===== src/nand_cpu_settings.svh =====
`ifndef NAND_CPU_SETTINGS_SVH
`define NAND_CPU_SETTINGS_SVH

// Fetch address width.
`define PC_SIZE 16

// Cache block in bits (eight instruction bytes).
`define CACHE_BLOCK_SIZE 64

// One memory beat in bits.
`define MEM_TRANS_SIZE 16

// 16 lines.
`define CACHE_INDEX_BITS 4

// Instruction memory byte address width.
`define MEM_ADDR_BITS 10

// Cycles from request accept to ack.
`define MEM_LATENCY 3

`endif


===== src/nand_cpu_pkg.sv =====
`include "nand_cpu_settings.svh"

package nand_cpu_pkg;

    typedef enum logic [1:0] {
        READY,
        REQUEST_READ,
        READING
    } cache_state;

    // Field widths derived from the settings.
    localparam int offset_bits = $clog2(`CACHE_BLOCK_SIZE / 8);
    localparam int beat_bits = $clog2(`CACHE_BLOCK_SIZE / `MEM_TRANS_SIZE);
    localparam int tag_bits = `PC_SIZE - `CACHE_INDEX_BITS - offset_bits;
    localparam int block_addr_bits = `PC_SIZE - offset_bits;

endpackage


===== src/icache_tag_store.sv =====
`timescale 1ns/100ps

`include "nand_cpu_settings.svh"

module icache_tag_store (
    input  logic clk,
    input  logic n_rst,
    input  logic [`CACHE_INDEX_BITS-1:0] index,
    input  logic [nand_cpu_pkg::tag_bits-1:0] tag,
    input  logic fill_done,
    output logic lookup_hit
);
    import nand_cpu_pkg::*;

    localparam int line_count = 1 << `CACHE_INDEX_BITS;

    logic [line_count-1:0] valid;
    logic [tag_bits-1:0] tags [line_count];

    // Every line starts out invalid.
    always_ff @(posedge clk) begin
        if (!n_rst) begin
            valid <= '0;
        end else if (fill_done) begin
            valid[index] <= 1'b1;
        end
    end

    always_ff @(posedge clk) begin
        if (fill_done) begin
            tags[index] <= tag;
        end
    end

    // Combinational lookup.
    assign lookup_hit = valid[index] && (tags[index] == tag);

endmodule


===== config.mk =====
export PLATFORM = sky130hd
export DESIGN_NAME = icache_tag_store
export DESIGN_NICKNAME = d
export VERILOG_FILES = /design/src/nand_cpu_pkg.sv /design/src/icache_tag_store.sv
export VERILOG_INCLUDE_DIRS = /design/src
export SDC_FILE = /design/constraint.sdc
export NUM_CORES = 1
export LEC_CHECK = 0
export BUFFER_PORTS_ARGS = -buffer_cell sky130_fd_sc_hd__buf_4
export CORE_MARGIN = 4
export CORE_UTILIZATION = 60
export DETAILED_ROUTE_END_ITERATION = 7
export PLACE_DENSITY = 0.88
export RECOVER_POWER = 100
export SETUP_SLACK_MARGIN = 0.02
export SKIP_CTS_REPAIR_TIMING = 1
export SYNTH_ARGS = -nofsm -noshare
export SYNTH_HDL_FRONTEND = slang
export SYNTH_SLANG_ARGS = --single-unit
export TNS_END_PERCENT = 100

===== constraint.sdc =====
create_clock -name clk -period 5.1 [get_ports clk]
set_input_delay 0.51 -clock clk [delete_from_list [all_inputs] [get_ports clk]]
set_output_delay 0.51 -clock clk [all_outputs]
set_load 0.02 [all_outputs]

==> out/results.tsv <==
metric	value	unit
status	complete, but fails checks	
violations	capacitance limit, slew limit	
crit_end	lookup_hit	
required	4590	ps
syn-mean-instance-area	20.0	um^2
p_leak	2.32	nW
crit_type	primary input to primary output	
path_cells	buf_4, mux4_1, mux2i_1, xor2_1, and3_1, o211ai_1, a2111oi_0, buf_4	
cts_sinks	160	
grt_first_pass_wirelength	19.5	mm
timing.rr.start	valid[11]	
synth-simple-area-share	0.0351	
power.density	399	nW/um^2
peakVddDrop	0.257	mV
grt-ovfl-total	0	
grt_pass1_vias	3265	
setup-tns-final	0	ps
vias	3241	
viasPerCell	6.55	
reg2reg_depth	1	
synth_top_family_by_area	multiplexers	
r2r_end	valid[11]	
path_max_fanout	45	
syn_nets	333	
rows	37	
grt.met3_usage	0.0519	
grt_util_met1	0.286	
p_sw	0.000609	W
cp_slowest_cell	a2111oi_0	
fin_crit_sh	0.774	
rrSetupSlack	4490	ps
nFillCells	607	
dp_hpwl	7.24	mm
cts-buffers-inserted	17	
crit_cells	8	
cts_root_buf	clkbuf_8	
drt_iter0_drc	338	
timing.critical_path.mode_cell	buf_4	
ys_seq_area_frac	0.732	
cts_buffer_depth	2	
final_nets	362	
antenna_found_initial	0	
grt_usage	0.221	
synth_compound_area_frac	0.0276	
maxCapViolCount	2	
wl_per_cell	25.8	um
fmax	253	MHz
io_buffer_count	16	
synth_cells	317	
pwr-share-comb	0.052	
cts_max_level	4	
core	10300	um^2
start_util	0.615	
intPower	0.00223	W
route.detailed.drc	0	
min_path_type	primary input to register	
grt_max_degree	46	
fin_skew	0	ps
synth_xor_area_frac	0.0179	
die-area	12300	um^2
critPathTopFamily	buffers and inverters	
setup_viol	0	
drt-total-wl	12.8	mm
crit_arrival	3440	ps
fin_ws	1150	ps
switching_share	0.214	
rsz0062_at_grt	no	
synth_area_leaders	edfxtp_1 68%, mux4_2 12%, dfxtp_1 5.0%	
final_hold_viol_count	0	
firstDrtPassIters	6	
hp-start	n_rst	
p_seq_frac	0.515	
synth_cell_type_count	33	
drv_slew	22	
netlist_area	6340	um^2
insertedDiodeCount	0	
yosys_warnings	0	
die_y	111	um
area_delta_synth_final	12.1	%
worstSetupStartpointType	primary input	
clk_pin_slew_worst_paths	60	ps
crit_path_start	index[0]	
synth_top_cell_area_share	0.682	
top_usage_layer	met2	
ios	17	
tightestPinTransition	1990	ps
synth_top_area_cell	edfxtp_1	
place.gp.congestion	0.796	
detail-route-antenna-nets	0	
synthMuxAreaShare	0.171	
end_kind	primary output	
synth_fa_ha_area_frac	0	
post-place-ws	1470	ps
timing.critical_path.slowest_cell_delay	710	ps
cts_tree	yes	
yosys_register_bits	160	
die_w	111	um
relSlewSlack	-0.339	
finish.utilization	0.689	
layout-drive-gt1-share	0.220	
cp.buffers_inverters	2	
met2_usage	0.364	
insertion_delay	520	ps
post-route-min-period	3950	ps
power_frac_clock	0.434	
registers in the layout (all words and copies together) (netlist names):
name   cells
tags     144
valid     16
power groups by stage:
stage	Combinational, W	Sequential (W)	Clock [W]
2_1_floorplan	0.000102	0.00149	0
3_3_place_gp	0.000144	0.00149	0
3_5_place_dp	0.000149	0.00149	0
4_1_cts	0.000153	0.00146	0.00124
5_1_grt	0.000158	0.00146	0.00131
6_report	0.000147	0.00146	0.00123
metal layers:
| layer | wire [um] | vias to the layer above |
|---|---|---|
| li1 | - | 1345 |
| met1 | 4730 | 1693 |
| met2 | 6820 | 167 |
| met3 | 950 | 36 |
| met4 | 297 | 0 |
| met5 | 0 | - |
final cells by class:
class	instances	area (um^2)	area share
Tap cell	136	170	0.0239
Timing Repair Buffer	27	128	0.0179
Clock buffer	18	428	0.0601
Sequential cell	160	4640	0.653
Clock inverter	14	155	0.0218
Multi-Input combinational cell	140	1590	0.223
through the flow:
step,instances,hold slack [ps],total power [W],area (um^2)
after floorplan,317,435,0.00159,6340
after global placement,463,442,0.00163,6620
after detailed placement,463,448,0.00164,6620
after CTS,495,273,0.00286,7210
after global routing,495,300,0.00293,7110
final,495,306,0.00284,7110
worst min-delay path by stage:
stage	end	slack, ps	cells after the start
floorplan	valid[10]	440	1
global placement	valid[5]	440	1
detailed placement	valid[9]	450	1
CTS	tags[7][0]	270	1
global route	valid[3]	300	2
finish	valid[9]	310	2
cells in the final DEF (no fill, tap or decap), drive strengths merged, types with 4 or more instances in the layout:
cell	count
nor2	16
mux2i	22
mux2	4
o21a	16
edfxtp	144
xor2	8
dfxtp	16
nand3b	5
nor3	5
clkinv	5
inv	5
mux4	36
buf	7
clkbuf	38
xnor2	5
cells by family after synthesis:
| group | Yosys count |
|---|---|
| compound gates | 23 |
| flops | 160 |
| simple gates | 42 |
| xor+xnor | 13 |
| buf+inv | 17 |
| mux | 62 |
synth_stat cells:
library cell	instances
xnor2_1	5
nand4_1	3
a211oi_1	1
buf_1	3
buf_8	1
nor3_1	5
mux4_1	2
o22ai_1	1
edfxtp_1	144
o2bb2ai_1	1
buf_4	1
buf_6	2
a2111oi_2	1
dfxtp_1	16
clkbuf_1	1
nand2_1	3
mux2i_1	22
o211ai_1	1
nor2b_1	1
mux2_2	4
o21ai_0	1
nand3_1	3
mux4_2	34
nor2_1	16
and3_1	1
o21a_1	16
nor4b_2	1
or3b_2	1
a21oi_1	1
xor2_1	8
nand2b_1	3
buf_2	9
nand3b_1	5
(Power assumes the default switching activity.)
