<file path="src/nand_cpu_settings.svh">
`ifndef NAND_CPU_SETTINGS_SVH
`define NAND_CPU_SETTINGS_SVH

// Fetch address width.
`define PC_SIZE 16

// Cache block in bits (eight instruction bytes).
`define CACHE_BLOCK_SIZE 64

// One memory beat in bits.
`define MEM_TRANS_SIZE 16

// 16 lines.
`define CACHE_INDEX_BITS 4

// Instruction memory byte address width.
`define MEM_ADDR_BITS 10

// Cycles from request accept to ack.
`define MEM_LATENCY 3

`endif

</file>
<file path="src/nand_cpu_pkg.sv">
`include "nand_cpu_settings.svh"

package nand_cpu_pkg;

    typedef enum logic [1:0] {
        READY,
        REQUEST_READ,
        READING
    } cache_state;

    // Field widths derived from the settings.
    localparam int offset_bits = $clog2(`CACHE_BLOCK_SIZE / 8);
    localparam int beat_bits = $clog2(`CACHE_BLOCK_SIZE / `MEM_TRANS_SIZE);
    localparam int tag_bits = `PC_SIZE - `CACHE_INDEX_BITS - offset_bits;
    localparam int block_addr_bits = `PC_SIZE - offset_bits;

endpackage

</file>
<file path="src/icache_control.sv">
`timescale 1ns/100ps

`include "nand_cpu_settings.svh"

module icache_control (
    input  logic clk,
    input  logic n_rst,
    input  logic lookup_hit,
    input  logic mem_ack,
    output logic mem_req,
    output logic fill_beat_en,
    output logic [nand_cpu_pkg::beat_bits-1:0] beat_index,
    output logic fill_done,
    output logic hit
);
    import nand_cpu_pkg::*;

    cache_state state;
    cache_state next_state;

    logic [beat_bits-1:0] beat_cnt;
    logic last_beat;

    assign last_beat = &beat_cnt;

    always_ff @(posedge clk) begin
        if (!n_rst) begin
            state <= READY;
            beat_cnt <= '0;
        end else begin
            state <= next_state;
            // Wraps back to zero after the last beat.
            if (fill_beat_en) begin
                beat_cnt <= beat_cnt + 1'b1;
            end
        end
    end

    always_comb begin
        next_state = state;
        case (state)
            READY: begin
                if (!lookup_hit) begin
                    next_state = REQUEST_READ;
                end
            end
            REQUEST_READ: begin
                if (mem_ack) begin
                    next_state = READING;
                end
            end
            READING: begin
                if (last_beat) begin
                    next_state = READY;
                end
            end
            default: begin
                next_state = READY;
            end
        endcase
    end

    // Request stays up until the memory acks.
    assign mem_req = (state == REQUEST_READ);

    // One beat lands per cycle while reading.
    assign fill_beat_en = (state == READING);
    assign beat_index = beat_cnt;
    assign fill_done = (state == READING) && last_beat; // Line becomes valid.

    // Hits only count once the FSM is idle.
    assign hit = (state == READY) && lookup_hit;

endmodule

</file>
<file path="config.mk">
export PLATFORM = sky130hd
export DESIGN_NAME = icache_control
export DESIGN_NICKNAME = d
export VERILOG_FILES = /design/src/nand_cpu_pkg.sv /design/src/icache_control.sv
export VERILOG_INCLUDE_DIRS = /design/src
export SDC_FILE = /design/constraint.sdc
export NUM_CORES = 1
export LEC_CHECK = 0
export CORE_AREA = 4 4 41 43
export CTS_CLUSTER_DIAMETER = 120
export DETAILED_ROUTE_END_ITERATION = 8
export DIE_AREA = 0 0 45 47
export DONT_BUFFER_PORTS = 1
export GPL_TIMING_DRIVEN = 0
export HOLD_SLACK_MARGIN = 0.02
export PLACE_DENSITY = 0.4
export SLEW_MARGIN = 20
export SYNTH_ARGS = -nofsm -noshare
export SYNTH_HDL_FRONTEND = slang
export SYNTH_SLANG_ARGS = --single-unit
</file>
<file path="constraint.sdc">
create_clock -name clk -period 0.8 [get_ports clk]
set_input_delay 0.08 -clock clk [delete_from_list [all_inputs] [get_ports clk]]
set_output_delay 0.08 -clock clk [all_outputs]
set_load 0.005 [all_outputs]
</file>
==> key figures <==
Global routing
  – First-pass GRT wire length: 779 µm
  – Met3 Use GR: ~8.0%
  – GR Util met1: under 10%
  – Met2 usage: 7.34%
  – Grt total ovfl: 0
  – Gr busiest metal: met3
  – Largest net degree at the start of global routing: 7
  – Antenna violations before repair: 0
  – Vias in the first global route: between 150 and 200
  – Total track usage: 5.92%

STA
  – Final setup margin: -0.203 ns
  – Relative slew slack: between 70% and 80%
  – Final setup viols: 8
  – Period utilization: 125%
  – Fin. Hold Viols: 0
  – Pins Over Slew Limit: 0
  – RSZ-0062 raised after global routing: yes
  – Sum of negative setup slack: -0.870 ns
  – Fmax: around 1000 MHz
  – Worst slew pin tran: slightly above 0.3 ns
  – Post-Route Skew: roughly 0.00012 ns
  – Final Critical Period: about 1 ns

Clocking
  – Max Buffers Root-to-Sink: 2
  – # H-tree levels: 1
  – CTS tree: done
  – Reg clk slew, reported paths: 0.04 ns
  – CTS Buf Count: 3
  – Sink Count: 4
  – Worst-Skew Late Latency: approximately 0.24 ns
  – Root Driver: clkbuf_4

Yosys
  – Syn nets: 26
  – Register bit count reported by yosys: 4
  – Synth Area per Inst: 10.1 µm²
  – Syn. warnings: 0
  – Post-synth cell types: 13
  – Register area share after synthesis: 37.9%
  – Area of the mapped netlist: approximately 210 µm²
  – Post-Syn Instances: 21

Pwr
  – Reg power frac: roughly 40%
  – Sw power: approximately 0.14 mW
  – Part of the power in the clock network: a little over two fifths
  – Combinational Power Share: between 15 and 20%
  – Pwr per Cell Area: 1670 nW/µm²
  – LEAKAGE: 0.141 nW
  – VDD IR max: between 0.7 and 0.8 mV
  – Sw Ratio: a little under a quarter
  – Internal power: roughly 0.45 mW

Floorplanning
  – Row cnt: 13
  – Core Region: around 1300 µm²
  – Die Area: 2120 µm²
  – Die Y: approximately 47 µm
  – Die width: roughly 45 µm
  – Initial Util: between 10% and 20%
  – # IOs: 10

Worst setup path
  – Crit end category: primary output
  – Crit path max fanout: 4
  – CP Launch Type: flop
  – Critical setup path kind: flop to primary output
  – Critical path required time: between 0.7 and 0.8 ns
  – CP arrival: around 0.9 ns

Route
  – Vias per cell: 4.16
  – Drt total wl: just over 500 µm
  – Pre-Repair DR Iteration Count: 3
  – Final ANT Viol Nets: 0
  – DRC: 0
  – Vias: approximately 190
  – Routed len/inst: between 10 and 15 µm
  – 1st-iter DRT viols: 5

Outcome
  – Violations in the final reports: negative setup slack
  – Status: finished, violations left

Final layout
  – Commonest non-fill, non-tap cells in the layout: nand2_1, clkbuf_4, buf_4
  – Nets@finish: 37
  – Core Util, Final: 26.9%
  – Fraction of layout cells with a size suffix above 1: roughly two thirds
  – Synth-to-Final Area Change: 65.7%
  – Fillers: roughly 150
  – Antenna Cells: 0

Place
  – Port bufs: 0
  – Detailed placer's ending HPWL: between 300 and 400 µm
  – Gp weighted congestion: about 0.57

Run
  – Max-Cap Viols: 0

Worst hold path
  – Hold crit path type: primary input to flop
==> logic make-up (layout without fill, tap and decap cells) <==
| group | Yosys count | after routing | synth area share [%] |
|---|---|---|---|
| AOI/OAI and AO/OA | 2 | 2 | 4.73 |
| adders and majority gates | 1 | 1 | 5.92 |
| buffers and inverters | 0 | 9 | 0 |
| DFF | 4 | 4 | 37.9 |
| muxes | 1 | 1 | 4.73 |
| and+or+nand+nor | 13 | 13 | 46.7 |
==> worst paths after layout <==
check | startpoint | cells past startpoint | to | slack [ns]
setup reg to reg | state[1]$_SDFFE_PN0P_ | 4 | state[0]$_SDFFE_PN0P_ | -0.14
hold reg to reg | beat_index[1]$_SDFFE_PN0P_ | 2 | beat_index[1]$_SDFFE_PN0P_ | 0.50
hold / removal | lookup_hit | 3 | state[0]$_SDFFE_PN0P_ | 0.14
setup / recovery | state[1]$_SDFFE_PN0P_ | 2 | fill_done | -0.20
==> critical path, stage by stage, from the launching register on <==
cell	delay [ns]
dfxtp_2	0.33
nor2b_4	0.19
and2_4	0.16
==> state kept, by name (all words and copies together) (netlist names) <==
register and count:
state 2, beat_index 2
==> through the flow <==
step | instances | hold WS (ns) | power (mW) | setup slack (ns) | cell area (µm²)
final | 45 | 0.143 | 0.586 | -0.203 | 350
after detailed placement | 36 | 0.233 | 0.285 | -0.0792 | 233
after global routing | 45 | 0.144 | 0.633 | -0.254 | 350
after CTS | 44 | 0.141 | 0.581 | -0.207 | 330
after floorplan | 21 | 0.218 | 0.275 | -0.00934 | 214
after global placement | 36 | 0.222 | 0.282 | -0.0418 | 233
==> cell usage after synthesis <==
| cell type | count | share of area [%] |
|---|---|---|
| nor2b_1 | 1 | 3.0 |
| nand2_1 | 4 | 7.1 |
| and2b_2 | 1 | 4.1 |
| nand4bb_1 | 2 | 11 |
| nor3b_2 | 1 | 5.9 |
| nand2b_1 | 1 | 3.0 |
| o21ai_0 | 2 | 4.7 |
| ha_1 | 1 | 5.9 |
| dfxtp_1 | 4 | 38 |
| and2b_1 | 1 | 3.6 |
| and2_1 | 1 | 3.0 |
| mux2i_1 | 1 | 4.7 |
| nor2b_4 | 1 | 6.5 |
==> power by group through the flow <==
stage               sequential (mW)  clock, mW  combinational [mW]
finish                        0.234      0.252               0.100
global route                  0.236      0.288               0.110
CTS                           0.233      0.258              0.0892
detailed placement            0.235          0              0.0493
global placement              0.234          0              0.0479
floorplan                     0.230          0              0.0443
==> area by class of cell <==
| type | instances | area [µm²] | area share [%] |
|---|---|---|---|
| multi-input combinational | 17 | 163 | 46.4 |
| sequential | 4 | 90.1 | 25.7 |
| timing repair buffer | 6 | 56.3 | 16.1 |
| clock buffer | 3 | 22.5 | 6.43 |
| tap | 15 | 18.8 | 5.36 |
==> what timing repair did <==
item,CTS,global route
gates cloned,0,0
setup buffers,3,1
hold buffers,2,0
hold endpoints to repair,4,0
pin swaps,2,4
endpoints found under the setup margin,8,8
gates resized for setup,10,4
==> layer usage <==
metal	routed length [µm]	vias up
met4	0	0
met3	75	0
met5	0	-
met2	214	12
li1	-	91
met1	216	84
No activity file was read; power rests on OpenSTA's default activity.
